## src/source/video_pkg.sv

```systemverilog
package video_pkg;

    ////////////////////////////////////////////////////////////////////////////
    // raster coordinates
    ////////////////////////////////////////////////////////////////////////////

    // wide enough for 640x480 totals and a bit more
    localparam int CNT_W = 11;

    // one raster coordinate, unsigned
    typedef logic [CNT_W-1:0] cnt_t;

    // beam position plus its decoded flags
    // h_cnt/v_cnt are full-resolution counts
    typedef struct packed {
        cnt_t h_cnt;
        cnt_t v_cnt;
        // inside the visible area
        logic active;
        // syncs are active high
        logic hsync;
        logic vsync;
    } beam_t;

    ////////////////////////////////////////////////////////////////////////////
    // colour and output word
    ////////////////////////////////////////////////////////////////////////////

    // 4 bits per channel
    localparam int CHAN_W = 4;

    typedef logic [CHAN_W-1:0] chan_t;

    // 12-bit colour, red in the top nibble
    typedef struct packed {
        chan_t r;
        chan_t g;
        chan_t b;
    } rgb_t;

    // one video word per clock, 16 bits
    typedef struct packed {
        logic hsync;
        logic vsync;
        // data enable, same as active
        logic de;
        // pixel belongs to a lit glyph bit
        logic text_on;
        rgb_t rgb;
    } video_t;

endpackage

```

## src/source/font_pkg.sv

```systemverilog
package font_pkg;

    ////////////////////////////////////////////////////////////////////////////
    // font geometry
    ////////////////////////////////////////////////////////////////////////////

    // glyph cell in half-resolution pixels
    localparam int FONT_W = 8;
    localparam int FONT_H = 8;

    // number of glyphs held in the rom
    localparam int FONT_GLYPHS = 8;

    // bits for a glyph code and for a row/column inside a cell
    localparam int GLYPH_W    = $clog2(FONT_GLYPHS);
    localparam int FONT_POS_W = $clog2(FONT_H);

    ////////////////////////////////////////////////////////////////////////////
    // glyph types
    ////////////////////////////////////////////////////////////////////////////

    typedef logic [GLYPH_W-1:0] glyph_t;

    // row or column index within one cell
    typedef logic [FONT_POS_W-1:0] font_pos_t;

    // rom address is {glyph, row}
    typedef logic [GLYPH_W+FONT_POS_W-1:0] font_addr_t;

    // one bitmap row, bit 7 is the leftmost pixel
    typedef logic [FONT_W-1:0] font_row_t;

    // codes of the glyphs in the rom
    typedef enum glyph_t {
        SPACE = 3'd0,
        A     = 3'd1,
        B     = 3'd2,
        C     = 3'd3,
        D     = 3'd4,
        ZERO  = 3'd5,
        ONE   = 3'd6,
        TWO   = 3'd7
    } glyph_code_e;

endpackage

```

## src/source/video_timing.sv

```systemverilog
module video_timing
    import video_pkg::*;
#(
    parameter int H_ACTIVE = 640,
    parameter int H_FRONT  = 16,
    parameter int H_SYNC   = 96,
    parameter int H_BACK   = 48,
    parameter int V_ACTIVE = 480,
    parameter int V_FRONT  = 10,
    parameter int V_SYNC   = 2,
    parameter int V_BACK   = 33
) (
    input  logic  clk,
    input  logic  rst_n,
    output beam_t beam
);

    // full line and frame lengths
    localparam int H_TOTAL = H_ACTIVE + H_FRONT + H_SYNC + H_BACK;
    localparam int V_TOTAL = V_ACTIVE + V_FRONT + V_SYNC + V_BACK;

    // last count before wrap
    localparam cnt_t H_LAST = cnt_t'(H_TOTAL - 1);
    localparam cnt_t V_LAST = cnt_t'(V_TOTAL - 1);

    // end of the visible part
    localparam cnt_t H_ACT = cnt_t'(H_ACTIVE);
    localparam cnt_t V_ACT = cnt_t'(V_ACTIVE);

    // sync window, after the front porch
    localparam cnt_t H_SYNC_BEG = cnt_t'(H_ACTIVE + H_FRONT);
    localparam cnt_t H_SYNC_END = cnt_t'(H_ACTIVE + H_FRONT + H_SYNC);
    localparam cnt_t V_SYNC_BEG = cnt_t'(V_ACTIVE + V_FRONT);
    localparam cnt_t V_SYNC_END = cnt_t'(V_ACTIVE + V_FRONT + V_SYNC);

    cnt_t h_cnt;
    cnt_t v_cnt;
    logic h_wrap;
    logic v_wrap;

    assign h_wrap = (h_cnt == H_LAST);
    assign v_wrap = (v_cnt == V_LAST);

    ////////////////////////////////////////////////////////////////////////////
    // counters
    ////////////////////////////////////////////////////////////////////////////

    // v_cnt steps once per line, on the h wrap
    always_ff @(posedge clk or negedge rst_n) begin
        if (!rst_n) begin
            h_cnt <= '0;
            v_cnt <= '0;
        end else begin
            if (h_wrap) begin
                h_cnt <= '0;
                v_cnt <= v_wrap ? '0 : v_cnt + 1'b1;
            end else begin
                h_cnt <= h_cnt + 1'b1;
            end
        end
    end

    ////////////////////////////////////////////////////////////////////////////
    // flag decode
    ////////////////////////////////////////////////////////////////////////////

    // flags follow the counters in the same cycle
    always_comb begin
        beam.h_cnt  = h_cnt;
        beam.v_cnt  = v_cnt;
        beam.active = (h_cnt < H_ACT) && (v_cnt < V_ACT);
        // hsync for H_SYNC clocks
        beam.hsync  = (h_cnt >= H_SYNC_BEG) && (h_cnt < H_SYNC_END);
        // vsync for V_SYNC lines
        beam.vsync  = (v_cnt >= V_SYNC_BEG) && (v_cnt < V_SYNC_END);
    end

endmodule

```

## src/source/text_ctrl.sv

```systemverilog
module text_ctrl
    import video_pkg::*;
    import font_pkg::*;
#(
    parameter int STR_LEN = 4
) (
    input  logic                 clk,
    input  logic                 rst_n,
    input  beam_t                beam_in,
    // string origin, half-resolution
    input  cnt_t                 text_h,
    input  cnt_t                 text_v,
    // element 0 is the leftmost glyph
    input  glyph_t [STR_LEN-1:0] text_str,
    output beam_t                beam_out,
    output logic                 in_text,
    output glyph_t               glyph,
    output cnt_t                 cell_h,
    output cnt_t                 cell_v
);

    // glyph index width, at least one bit
    localparam int IDX_W = (STR_LEN > 1) ? $clog2(STR_LEN) : 1;

    // size of the string rectangle, half-resolution
    localparam cnt_t SPAN_H = cnt_t'(FONT_W * STR_LEN);
    localparam cnt_t SPAN_V = cnt_t'(FONT_H);

    cnt_t             half_h;
    cnt_t             half_v;
    cnt_t             off_h;
    cnt_t             off_v;
    logic             hit_h;
    logic             hit_v;
    logic             hit;
    logic [IDX_W-1:0] idx;
    glyph_t           glyph_d;
    cnt_t             cell_h_d;

    ////////////////////////////////////////////////////////////////////////////
    // rectangle test
    ////////////////////////////////////////////////////////////////////////////

    // 2x scaling by halving the beam
    assign half_h = beam_in.h_cnt >> 1;
    assign half_v = beam_in.v_cnt >> 1;

    // offsets into the string, wrap when left/above
    assign off_h = half_h - text_h;
    assign off_v = half_v - text_v;

    // lower bound checked first, so wrapped offsets never hit
    assign hit_h = (half_h >= text_h) && (off_h < SPAN_H);
    assign hit_v = (half_v >= text_v) && (off_v < SPAN_V);
    assign hit   = hit_h && hit_v;

    ////////////////////////////////////////////////////////////////////////////
    // glyph select
    ////////////////////////////////////////////////////////////////////////////

    // which glyph of the string, only meaningful on a hit
    assign idx = IDX_W'(off_h / FONT_W);

    // blank code outside the string
    assign glyph_d = hit ? text_str[idx] : SPACE;

    // left edge of the selected cell
    assign cell_h_d = text_h + cnt_t'(FONT_W * idx);

    // flags and beam, cleared on reset
    always_ff @(posedge clk or negedge rst_n) begin
        if (!rst_n) begin
            beam_out <= '0;
            in_text  <= 1'b0;
        end else begin
            beam_out <= beam_in;
            in_text  <= hit;
        end
    end

    // payload, qualified by in_text downstream
    always_ff @(posedge clk) begin
        glyph  <= glyph_d;
        cell_h <= cell_h_d;
        // every cell starts on the string's top line
        cell_v <= text_v;
    end

endmodule

```

## src/source/font_rom.sv

```systemverilog
module font_rom
    import font_pkg::*;
(
    input  logic       clk,
    input  font_addr_t addr,
    output font_row_t  row
);

    glyph_code_e             code;
    font_pos_t               cell_row;
    // entry 0 is the top row
    font_row_t [0:FONT_H-1]  bitmap;

    // address split, glyph in the upper bits
    assign code     = glyph_code_e'(addr[FONT_POS_W +: GLYPH_W]);
    assign cell_row = addr[FONT_POS_W-1:0];

    ////////////////////////////////////////////////////////////////////////////
    // bitmaps
    ////////////////////////////////////////////////////////////////////////////

    // rows listed top to bottom, msb is the left pixel
    // bottom row left empty as spacing between lines
    always_comb begin
        case (code)
            SPACE: begin
                bitmap = '0;
            end
            A: begin
                bitmap = {8'h18, 8'h24, 8'h42, 8'h42, 8'h7e, 8'h42, 8'h42, 8'h00};
            end
            B: begin
                bitmap = {8'h7c, 8'h42, 8'h42, 8'h7c, 8'h42, 8'h42, 8'h7c, 8'h00};
            end
            C: begin
                bitmap = {8'h3c, 8'h42, 8'h40, 8'h40, 8'h40, 8'h42, 8'h3c, 8'h00};
            end
            D: begin
                bitmap = {8'h78, 8'h44, 8'h42, 8'h42, 8'h42, 8'h44, 8'h78, 8'h00};
            end
            // zero with a slash, tells it apart from the letter
            ZERO: begin
                bitmap = {8'h3c, 8'h46, 8'h4a, 8'h52, 8'h62, 8'h42, 8'h3c, 8'h00};
            end
            ONE: begin
                bitmap = {8'h08, 8'h18, 8'h28, 8'h08, 8'h08, 8'h08, 8'h3e, 8'h00};
            end
            TWO: begin
                bitmap = {8'h3c, 8'h42, 8'h02, 8'h0c, 8'h30, 8'h40, 8'h7e, 8'h00};
            end
            default: begin
                bitmap = '0;
            end
        endcase
    end

    ////////////////////////////////////////////////////////////////////////////
    // registered read
    ////////////////////////////////////////////////////////////////////////////

    // one cycle from addr to row
    always_ff @(posedge clk) begin
        row <= bitmap[cell_row];
    end

endmodule

```

## src/source/font_ctrl.sv

```systemverilog
module font_ctrl
    import video_pkg::*;
    import font_pkg::*;
(
    input  logic   clk,
    input  logic   rst_n,
    input  beam_t  beam_in,
    input  logic   in_text,
    input  glyph_t glyph,
    // cell origin, half-resolution
    input  cnt_t   cell_h,
    input  cnt_t   cell_v,
    output beam_t  beam_out,
    output logic   text_px
);

    cnt_t       dx;
    cnt_t       dy;
    font_pos_t  col;
    font_pos_t  row_sel;
    font_pos_t  col_q;
    font_addr_t rom_addr;
    font_row_t  rom_row;
    beam_t      beam_q;
    logic       in_text_q;

    ////////////////////////////////////////////////////////////////////////////
    // position inside the cell
    ////////////////////////////////////////////////////////////////////////////

    // halved beam minus cell origin
    assign dx = (beam_in.h_cnt >> 1) - cell_h;
    assign dy = (beam_in.v_cnt >> 1) - cell_v;

    // low bits are enough, the cell is 8x8
    assign col     = dx[FONT_POS_W-1:0];
    assign row_sel = dy[FONT_POS_W-1:0];

    // glyph selects the bitmap, row selects the line
    assign rom_addr = {glyph, row_sel};

    font_rom u_font_rom (
        .clk  (clk),
        .addr (rom_addr),
        .row  (rom_row)
    );

    ////////////////////////////////////////////////////////////////////////////
    // alignment with the rom read
    ////////////////////////////////////////////////////////////////////////////

    // beam and flag ride along with the one-cycle read
    always_ff @(posedge clk or negedge rst_n) begin
        if (!rst_n) begin
            beam_q    <= '0;
            in_text_q <= 1'b0;
        end else begin
            beam_q    <= beam_in;
            in_text_q <= in_text;
        end
    end

    // column only steers the bit select
    always_ff @(posedge clk) begin
        col_q <= col;
    end

    // bit 7 is column 0
    assign text_px = in_text_q
                   & rom_row[font_pos_t'(FONT_W - 1) - col_q]
                   & beam_q.active;

    assign beam_out = beam_q;

endmodule

```

## src/source/text_overlay_top.sv

```systemverilog
module text_overlay_top
    import video_pkg::*;
    import font_pkg::*;
#(
    parameter int H_ACTIVE = 640,
    parameter int H_FRONT  = 16,
    parameter int H_SYNC   = 96,
    parameter int H_BACK   = 48,
    parameter int V_ACTIVE = 480,
    parameter int V_FRONT  = 10,
    parameter int V_SYNC   = 2,
    parameter int V_BACK   = 33,
    parameter int STR_LEN  = 4
) (
    input  logic                 clk,
    input  logic                 rst_n,
    input  cnt_t                 text_h,
    input  cnt_t                 text_v,
    input  glyph_t [STR_LEN-1:0] text_str,
    input  rgb_t                 fg_color,
    input  rgb_t                 bg_color,
    output video_t               video
);

    // beam at each pipeline stage
    beam_t  beam_scan;
    beam_t  beam_text;
    beam_t  beam_font;
    logic   in_text;
    glyph_t glyph;
    cnt_t   cell_h;
    cnt_t   cell_v;
    logic   text_px;
    rgb_t   rgb_next;

    video_timing #(
        .H_ACTIVE (H_ACTIVE),
        .H_FRONT  (H_FRONT),
        .H_SYNC   (H_SYNC),
        .H_BACK   (H_BACK),
        .V_ACTIVE (V_ACTIVE),
        .V_FRONT  (V_FRONT),
        .V_SYNC   (V_SYNC),
        .V_BACK   (V_BACK)
    ) u_video_timing (
        .clk  (clk),
        .rst_n(rst_n),
        .beam (beam_scan)
    );

    // stage 1, glyph and cell origin
    text_ctrl #(
        .STR_LEN (STR_LEN)
    ) u_text_ctrl (
        .clk      (clk),
        .rst_n    (rst_n),
        .beam_in  (beam_scan),
        .text_h   (text_h),
        .text_v   (text_v),
        .text_str (text_str),
        .beam_out (beam_text),
        .in_text  (in_text),
        .glyph    (glyph),
        .cell_h   (cell_h),
        .cell_v   (cell_v)
    );

    // stage 2, rom read and pixel bit
    font_ctrl u_font_ctrl (
        .clk      (clk),
        .rst_n    (rst_n),
        .beam_in  (beam_text),
        .in_text  (in_text),
        .glyph    (glyph),
        .cell_h   (cell_h),
        .cell_v   (cell_v),
        .beam_out (beam_font),
        .text_px  (text_px)
    );

    ////////////////////////////////////////////////////////////////////////////
    // output word
    ////////////////////////////////////////////////////////////////////////////

    // fg on text, bg elsewhere in the picture, black in blanking
    always_comb begin
        if (text_px) begin
            rgb_next = fg_color;
        end else if (beam_font.active) begin
            rgb_next = bg_color;
        end else begin
            rgb_next = '0;
        end
    end

    // stage 3, sync and de stay aligned with the pixel
    always_ff @(posedge clk or negedge rst_n) begin
        if (!rst_n) begin
            video <= '0;
        end else begin
            video.hsync   <= beam_font.hsync;
            video.vsync   <= beam_font.vsync;
            video.de      <= beam_font.active;
            video.text_on <= text_px;
            video.rgb     <= rgb_next;
        end
    end

endmodule

```

## config.mk

```make
export PLATFORM = sky130hd
export DESIGN_NAME = text_overlay_top
export DESIGN_NICKNAME = d
export VERILOG_FILES = /design/src/source/video_pkg.sv /design/src/source/font_pkg.sv /design/src/source/video_timing.sv /design/src/source/text_ctrl.sv /design/src/source/font_rom.sv /design/src/source/font_ctrl.sv /design/src/source/text_overlay_top.sv
export SDC_FILE = /design/constraint.sdc
export NUM_CORES = 1
export LEC_CHECK = 0
export ABC_AREA = 1
export BUFFER_PORTS_ARGS = -buffer_cell sky130_fd_sc_hd__buf_2
export CORE_MARGIN = 3
export CORE_UTILIZATION = 60
export CTS_CLUSTER_SIZE = 12
export DETAILED_ROUTE_END_ITERATION = 7
export GPL_ROUTABILITY_DRIVEN = 0
export PLACE_DENSITY = 0.83
export RECOVER_POWER = 50
export SLEW_MARGIN = 20
export SYNTH_ARGS = -nofsm -noshare
export SYNTH_HDL_FRONTEND = slang
export SYNTH_SLANG_ARGS = --single-unit
export TNS_END_PERCENT = 100
```

## constraint.sdc

```tcl
create_clock -name clk -period 4.2 [get_ports clk]
set_input_delay 0.21 -clock clk [delete_from_list [all_inputs] [get_ports clk]]
set_output_delay 0.21 -clock clk [all_outputs]
set_load 0.02 [all_outputs]
```

==> parameters.txt, run 1 <==
Parameter                              Value

CTS
  CTS root buffer ... sky130_fd_sc_hd__clkbuf_8
  Clock insertion delay at the later pin of the skew report ... ~0.36 ns
  Clock Sink Count ... roughly 90
  Clock tree from TritonCTS ... yes
  CTS Buf Count ... 9
  Number of gates resized after cts ... 0
  CTS Buffer Depth ... 2
  Worst-path clk slew ... 0.09 ns
  H-tree Lvls ... 3

Route
  Detail Route Antenna Nets ... 0
  Count of routing violations after the opening detailed-route iteration ... 519
  Vias post-DR ... between 5000 and 6000
  Detailed-router iteration count before antenna repair ... 6
  Mean number of vias per cell ... 5.30
  Post-route DRC ... 0
  Wire length after detailed routing ... roughly 12000 um
  Average detailed-routed wire length per instance ... approximately 13 um

Synthesis
  Synthesized flop and latch total ... 92
  Number of enable flip-flop cells after synthesis ... 0
  Number of instances in the synthesized netlist ... 757
  Leading cell types by total area after synthesis ... sky130_fd_sc_hd__dfrtp_1, sky130_fd_sc_hd__nand2_1, sky130_fd_sc_hd__dfxtp_1, sky130_fd_sc_hd__inv_1, sky130_fd_sc_hd__ha_1
  Adder-cell area share of the yosys netlist ... 0.0792
  Share of cell area taken by muxes after synthesis ... 0
  Cell area after technology mapping ... 0.00540 mm^2
  Post-synth net total ... 850
  Sequential cell area fraction in the yosys report ... 0.389
  Async set-reset flop share out of synthesis ... 0.565
  Count of synthesis-stage warnings from yosys ... 0
  Simple-gate share of the synthesized area ... 0.336
  Most numerous cell in the Yosys netlist ... sky130_fd_sc_hd__nand2_1
  Dominant combinational cell family by area after synthesis ... simple AND/OR/NAND/NOR gates
  Netlist cell types ... 39
  Largest area contributor in the synthesized netlist ... sky130_fd_sc_hd__dfrtp_1
  Most common flop cell mapped by yosys ... sky130_fd_sc_hd__dfrtp_1
  Post-synthesis average cell area ... 7.14 um^2
  XOR/XNOR Fraction of Synth Area ... 0.0276
  Ranking of synthesized cells by instance count ... sky130_fd_sc_hd__nand2_1, sky130_fd_sc_hd__inv_1, sky130_fd_sc_hd__nor2_1
  Proportion of netlist area held by the largest area contributor ... 0.241
  Synth Area in Compound Gates ... 0.0642

Run status
  Run status ... finished, violations left
  Violations in the final reports ... max-capacitance violations, max-slew violations

Placement
  Post-detailed-placement cell area ... 0.00588 mm^2
  Post-placement worst setup slack ... 1.25 ns
  Port bufs ... 75
  DPL Wire Length ... 9850 um

Timing
  Fraction of the cycle the final worst path needs ... 0.723
  Min setup slack post-route ... 1.16 ns
  Headroom to the max-slew limit ... -0.805
  Total negative slack for setup checks ... 0 ns
  Final worst clock skew ... 0.0106 ns
  Count of pins over their slew limit ... 53
  Setup repair after global routing missed its margin ... false
  Achievable frequency ... 0.329 GHz
  Final critical-path required period ... 3.04 ns
  Number of hold violations in the final report ... 0
  Number of failing setup endpoints in the final timing report ... 0
  Transition time at the pin with the least slew margin ... 2.71 ns

Setup path
  Cell class contributing the biggest share of worst-path delay ... simple AND/OR/NAND/NOR gates
  Endpoint class of the critical path ... register
  Maximum net fanout on the critical path ... 7
  Crit path DAT ... ~3.3 ns
  Number of buffers and inverters on the critical path ... 2
  CP max-delay cell ... sky130_fd_sc_hd__dfrtp_1
  Cell-by-cell trace of the critical path ... ha_1, nand2_1, nor2_1, nand3_1, nand3_1, nand2_1, nand2_1, nand2_1, nor2_2, nand2_2, nor2_2, inv_2, ha_1, inv_1, nand4_1, nand2_1
  Startpoint type of the worst setup path ... register
  Critical path data required time ... 4.51 ns
  Most common cell type on the critical path ... sky130_fd_sc_hd__nand2_1
  Critical path class ... register to register
  Stage delay of the slowest cell on the critical path ... 0.50 ns

Floorplan
  Die ar. ... 0.0102 mm^2
  Number of cell rows ... 33
  Core Footprint ... 0.00846 mm^2
  Chip width ... 101 um
  Initial core utilization ... 0.638
  Vertical die dimension ... 101 um
  Boundary Pins ... 76

GRT
  Via count of the first global-routing pass ... between 4000 and 5000
  Grt total ovfl ... 0
  Wire length of the first global-routing pass ... 20000 um
  Overall track demand over capacity in global routing ... 0.247
  Antenna violations before repair ... 0
  Maximum number of pins on one net before global-route repair ... 53

Finish
  Fraction of final layout cells with drive strength greater than 1 ... 0.122
  Number of antenna repair diodes ... 0
  Core occupancy in the finished layout ... 0.722
  Signed area change from the synthesized netlist to the final layout ... 13.1%
  Post-route standard cell area excluding fillers ... about 0.0061 mm^2
  Layout net count ... between 900 and 1000

Power
  Static leakage ... 3.43 nW
  Post-layout total power ... 1.63 mW
  IR drop worst, VDD ... 0.000152 V
  Pwr Density ... 268 mW/mm^2

Flow run
  Max capacitance violation total ... 1

Worst hold path
  Hold crit path type ... input pin to register
sequential cells by signal, indices dropped and copies added, names as in the netlist:
| register | flops |
|---|---|
| u_text_ctrl.in_text | 1 |
| u_font_ctrl.beam_out | 3 |
| video | 16 |
| u_video_timing.h_cnt | 11 |
| u_font_ctrl.u_font_rom.bitmap | 25 |
| u_font_ctrl.u_font_rom.row | 6 |
| u_text_ctrl.cell_h | 3 |
| u_font_ctrl.in_text_q | 1 |
| u_text_ctrl.cell_v | 3 |
| u_font_ctrl.col_q | 3 |
| u_text_ctrl.beam_out | 9 |
| u_video_timing.v_cnt | 11 |
worst reg2reg max path, stage by stage (launching register included):
cell and delay (ns):
sky130_fd_sc_hd__dfrtp_1 0.50, sky130_fd_sc_hd__ha_1 0.44, sky130_fd_sc_hd__nand2_1 0.12, sky130_fd_sc_hd__nor2_1 0.18, sky130_fd_sc_hd__nand3_1 0.13, sky130_fd_sc_hd__nand3_1 0.10, sky130_fd_sc_hd__nand2_1 0.06, sky130_fd_sc_hd__nand2_1 0.10
sky130_fd_sc_hd__nand2_1 0.07, sky130_fd_sc_hd__nor2_2 0.31, sky130_fd_sc_hd__nand2_2 0.14, sky130_fd_sc_hd__nor2_2 0.20, sky130_fd_sc_hd__inv_2 0.08, sky130_fd_sc_hd__ha_1 0.32, sky130_fd_sc_hd__inv_1 0.08, sky130_fd_sc_hd__nand4_1 0.08
sky130_fd_sc_hd__nand2_1 0.08
cells by family after synthesis:
family | after synthesis
AO/OA/AOI/OAI | 58
XOR/XNOR | 14
adder cells (fa/ha/maj) | 33
buffers and inverters | 148
flip-flops | 92
AND/OR/NAND/NOR | 412
final cells by class:
cell class / count / area (um^2)
well taps: 105 / 131
inverters: 143 / 537
repair buffers: 82 / 428
flip-flops and latches: 92 / 2100
clock buffers: 11 / 141
clock inverters: 5 / 35.0
fillers: 668 / 2350
multi-input cells: 517 / 2740
path summary, 6_finish.rpt:
kind | startpoint | to | slack (ns) | depth (start not counted)
setup / recovery | u_video_timing.h_cnt[7] | u_font_ctrl.u_font_rom.bitmap[14] | 1.16 | 16
hold / removal | fg_color[0] | video[0] | 0.06 | 3
setup reg to reg | u_video_timing.h_cnt[7] | u_font_ctrl.u_font_rom.bitmap[14] | 1.16 | 16
hold reg to reg | u_text_ctrl.beam_out[0] | u_font_ctrl.beam_out[0] | 0.35 | 0
max in group asynchronous | rst_n | u_video_timing.h_cnt[7] | 1.42 | 2
min in group asynchronous | rst_n | u_video_timing.v_cnt[10] | 1.26 | 2
where the power goes:
group	internal (mW)	total (mW)	switching, mW
registers	0.894	0.898	0.00475
logic	0.0762	0.210	0.134
clock network	0.231	0.526	0.295
timing repair:
| item | in CTS | in global routing |
|---|---|---|
| endpoints found under the hold margin | 6 | 52 |
| buffers inserted | 0 | 0 |
| hold buffers | 6 | 1 |
cells in the final DEF, fill, tap and decap left out, types with 3 or more instances in the layout:
cell type / netlist / routed
sky130_fd_sc_hd__a211oi_1: 8 / 8
sky130_fd_sc_hd__a21oi_1: 18 / 18
sky130_fd_sc_hd__a22oi_1: 3 / 3
sky130_fd_sc_hd__a31oi_1: 3 / 3
sky130_fd_sc_hd__buf_2: 0 / 61
sky130_fd_sc_hd__clkbuf_1: 4 / 15
sky130_fd_sc_hd__clkbuf_8: 0 / 10
sky130_fd_sc_hd__clkinvlp_4: 0 / 3
sky130_fd_sc_hd__dfrtp_1: 52 / 52
sky130_fd_sc_hd__dfxtp_1: 40 / 40
sky130_fd_sc_hd__dlygate4sd3_1: 0 / 7
sky130_fd_sc_hd__ha_1: 31 / 31
sky130_fd_sc_hd__inv_1: 138 / 138
sky130_fd_sc_hd__inv_2: 5 / 5
sky130_fd_sc_hd__nand2_1: 224 / 224
sky130_fd_sc_hd__nand2_2: 10 / 10
sky130_fd_sc_hd__nand3_1: 54 / 54
sky130_fd_sc_hd__nand3_2: 3 / 3
sky130_fd_sc_hd__nand4_1: 27 / 27
sky130_fd_sc_hd__nor2_1: 68 / 68
sky130_fd_sc_hd__nor2_4: 3 / 3
sky130_fd_sc_hd__nor3_1: 11 / 11
sky130_fd_sc_hd__nor4_1: 5 / 5
sky130_fd_sc_hd__o211ai_1: 3 / 3
sky130_fd_sc_hd__o21ai_0: 15 / 15
sky130_fd_sc_hd__xnor2_1: 6 / 6
sky130_fd_sc_hd__xor2_1: 6 / 6
per-layer routing:
| layer | share of wire | up-vias | track usage |
|---|---|---|---|
| li1 | - | 2567 | - |
| met5 | 0 | - | 0 |
| met1 | 0.45 | 2257 | 0.336 |
| met3 | 0.082 | 14 | 0.0408 |
| met2 | 0.46 | 221 | 0.411 |
| met4 | 0.011 | 0 | 0.0642 |
stage by stage:
stage | cells | hold slack [ns]
floorplan | 757 | -0.0856
global placement | 932 | 0.332
detailed placement | 932 | 0.336
finish | 955 | 0.0634
global route | 955 | 0.0548
CTS | 954 | 0.0461
Note: power is estimated with default switching activity, not from simulation.
==> inputs of run 2 (changes only) <==
--- a/config.mk
+++ b/config.mk
@@ -8,11 +8,11 @@
 export ABC_AREA = 1
 export BUFFER_PORTS_ARGS = -buffer_cell sky130_fd_sc_hd__buf_2
 export CORE_MARGIN = 3
-export CORE_UTILIZATION = 60
+export CORE_UTILIZATION = 58
 export CTS_CLUSTER_SIZE = 12
 export DETAILED_ROUTE_END_ITERATION = 7
 export GPL_ROUTABILITY_DRIVEN = 0
-export PLACE_DENSITY = 0.83
+export PLACE_DENSITY = 0.81
 export RECOVER_POWER = 50
 export SLEW_MARGIN = 20
 export SYNTH_ARGS = -nofsm -noshare
==> constraint.sdc (replaced) <==
create_clock -name clk -period 2.81 [get_ports clk]
set_input_delay 0.1405 -clock clk [delete_from_list [all_inputs] [get_ports clk]]
set_output_delay 0.1405 -clock clk [all_outputs]
set_load 0.02 [all_outputs]
==> parameters.txt, run 2 (synthesis results as in run 1) <==
Parameter                              Value

CTS
  CTS Buf Count ... 9
  Clock tree from TritonCTS ... yes
  H-tree Lvls ... 3
  CTS root buffer ... sky130_fd_sc_hd__clkbuf_8
  CTS Buffer Depth ... 2
  Clock Sink Count ... 92
  Clock insertion delay at the later pin of the skew report ... 0.36 ns
  Worst-path clk slew ... 0.08 ns

Finish
  Number of antenna repair diodes ... 0
  Signed area change from the synthesized netlist to the final layout ... 22.0%
  Fraction of final layout cells with drive strength greater than 1 ... 0.163
  Most used cells in the layout excluding fill and tap cells ... sky130_fd_sc_hd__nand2_1, sky130_fd_sc_hd__inv_1, sky130_fd_sc_hd__nor2_1, sky130_fd_sc_hd__buf_2, sky130_fd_sc_hd__nand3_1
  Core occupancy in the finished layout ... 0.741
  Layout net count ... between 900 and 1000
  Commonest non-fill, non-tap cell in the layout ... sky130_fd_sc_hd__nand2_1
  Flip-flop count of the largest register after layout ... 25

GRT
  Wire length of the first global-routing pass ... roughly 21000 um
  Met3 capacity usage during global routing ... 0.0352
  Overall track demand over capacity in global routing ... 0.248
  Via count of the first global-routing pass ... 4792
  Antenna violations before repair ... 0
  Maximum number of pins on one net before global-route repair ... 34
  Met2 demand-to-capacity share in global routing ... 0.424
  GRT met1 Usage ... 0.329
  Grt total ovfl ... 0
  Most crowded layer after global routing ... met2

Power
  IR drop worst, VDD ... 0.000240 V
  Sw frac ... 0.274
  Clock group share of total power ... 0.313
  Pwr Density ... 378 mW/mm^2
  Reg power frac ... 0.539
  Static leakage ... around 3.6 nW
  NetSw ... 682 uW
  Proportion of power drawn by combinational gates ... 0.147
  Internal ... 1.81 mW

Route
  Post-route DRC ... 0
  Count of routing violations after the opening detailed-route iteration ... 511
  Wire length after detailed routing ... between 10000 and 15000 um
  Detailed-router iteration count before antenna repair ... 7
  Mean number of vias per cell ... around 5.4
  Detail Route Antenna Nets ... 0
  Average detailed-routed wire length per instance ... approximately 14 um
  Vias post-DR ... 5310

Timing
  Number of hold violations in the final report ... 0
  Min setup slack post-route ... 0.148 ns
  Final worst hold slack ... 0.0175 ns
  Final worst clock skew ... 0.0101 ns
  Total negative slack for setup checks ... 0 ns
  Transition time at the pin with the least slew margin ... 1.75 ns
  Final critical-path required period ... 2.66 ns
  Count of pins over their slew limit ... 34
  Achievable frequency ... 0.376 GHz
  Number of failing setup endpoints in the final timing report ... 0
  Fraction of the cycle the final worst path needs ... 0.947
  Headroom to the max-slew limit ... -0.168

Floorplan
  Number of cell rows ... 34
  Core Footprint ... between 0.008 and 0.009 mm^2
  Initial core utilization ... 0.608
  Chip width ... roughly 100 um
  Boundary Pins ... between 70 and 80
  Vertical die dimension ... between 100 and 150 um
  Die ar. ... 0.0105 mm^2

Run status
  Run status ... finished, violations left
  Violations in the final reports ... max-capacitance violations, max-slew violations

Setup path
  Endpoint class of the critical path ... register
  Critical path data required time ... 3.06 ns
  Crit path DAT ... 2.91 ns
  Critical path class ... input pin to register
  Startpoint type of the worst setup path ... input pin
  Register-to-Register Setup Slack ... 0.17 ns
  Maximum net fanout on the critical path ... 5

Placement
  DPL Wire Length ... 10200 um
  Post-placement worst setup slack ... 0.0319 ns
  Port bufs ... 75

Worst hold path
  Hold crit path type ... input pin to register

Flow run
  Max capacitance violation total ... 1
[run 2: cell types whose count changed in the layout (fill, tap and decap cells not counted), sizes merged]
cell / change
clkinvlp: -1
buf: +11
dlygate4sd3: +12
clkinv: +1
clkbuf: +11
[run 2: path summary, 6_finish.rpt]
path	start	endpoint	cells after the start
worst min-delay path	bg_color[8]	video[8]	3
min in group asynchronous	rst_n	u_video_timing.v_cnt[10]	2
max in group asynchronous	rst_n	u_video_timing.h_cnt[8]	3
worst max register to register	u_video_timing.h_cnt[9]	u_font_ctrl.u_font_rom.bitmap[14]	16
worst max-delay path	text_v[2]	u_font_ctrl.u_font_rom.bitmap[14]	19
worst min register to register	u_font_ctrl.beam_out[0]	video[14]	0
[run 2: final cells by class]
| class | count | area (um^2) |
|---|---|---|
| clock inverter | 5 | 37.5 |
| multi-input combinational | 517 | 2960 |
| timing repair buffer | 116 | 688 |
| clock buffer | 11 | 131 |
| fill | 689 | 2300 |
| sequential | 92 | 2100 |
| tap | 108 | 135 |
| inverter | 143 | 537 |
[run 2: worst max-delay path, stage by stage]
cell and delay, ns:
sky130_fd_sc_hd__dlygate4sd3_1 0.53, sky130_fd_sc_hd__buf_2 0.14, sky130_fd_sc_hd__inv_1 0.10, sky130_fd_sc_hd__ha_4 0.23, sky130_fd_sc_hd__or2_2 0.31, sky130_fd_sc_hd__nand3_1 0.13
sky130_fd_sc_hd__nand3_1 0.08, sky130_fd_sc_hd__nor2_1 0.10, sky130_fd_sc_hd__nand2_1 0.06, sky130_fd_sc_hd__nor2_1 0.09, sky130_fd_sc_hd__nand2_1 0.09, sky130_fd_sc_hd__nor2_4 0.13
sky130_fd_sc_hd__nand2_2 0.10, sky130_fd_sc_hd__inv_2 0.08, sky130_fd_sc_hd__nand2_2 0.11, sky130_fd_sc_hd__ha_4 0.30, sky130_fd_sc_hd__inv_1 0.05, sky130_fd_sc_hd__nand4_1 0.08
sky130_fd_sc_hd__nand2_1 0.06
[run 2: metrics by stage]
step / area [um^2] / total power [mW] / std cells
6_report: 6590 / 2.49 / 992
3_5_place_dp: 6040 / 1.69 / 956
3_3_place_gp: 6040 / 1.68 / 956
2_1_floorplan: 5400 / 1.57 / 757
5_1_grt: 6590 / 2.59 / 992
4_1_cts: 6410 / 2.47 / 991
[run 2: power by group through the flow]
| stage | clock network, mW | registers [mW] | logic (mW) |
|---|---|---|---|
| floorplan | 0 | 1.38 | 0.188 |
| global placement | 0 | 1.37 | 0.308 |
| detailed placement | 0 | 1.37 | 0.321 |
| CTS | 0.788 | 1.34 | 0.344 |
| global route | 0.840 | 1.35 | 0.406 |
| finish | 0.780 | 1.34 | 0.367 |
[run 2: timing repair]
item	in CTS	in global routing
hold buffers	19	0
resized for setup	1	36
pin swaps	0	2
buffers inserted	0	1
endpoints found under the hold margin	50	0
endpoints found under the setup margin	1	21
[run 2: per-layer routing]
layer | vias up | share of wire
li1 | 2623 | -
met4 | 0 | 0.017
met2 | 227 | 0.47
met5 | - | 0
met3 | 23 | 0.076
met1 | 2437 | 0.44
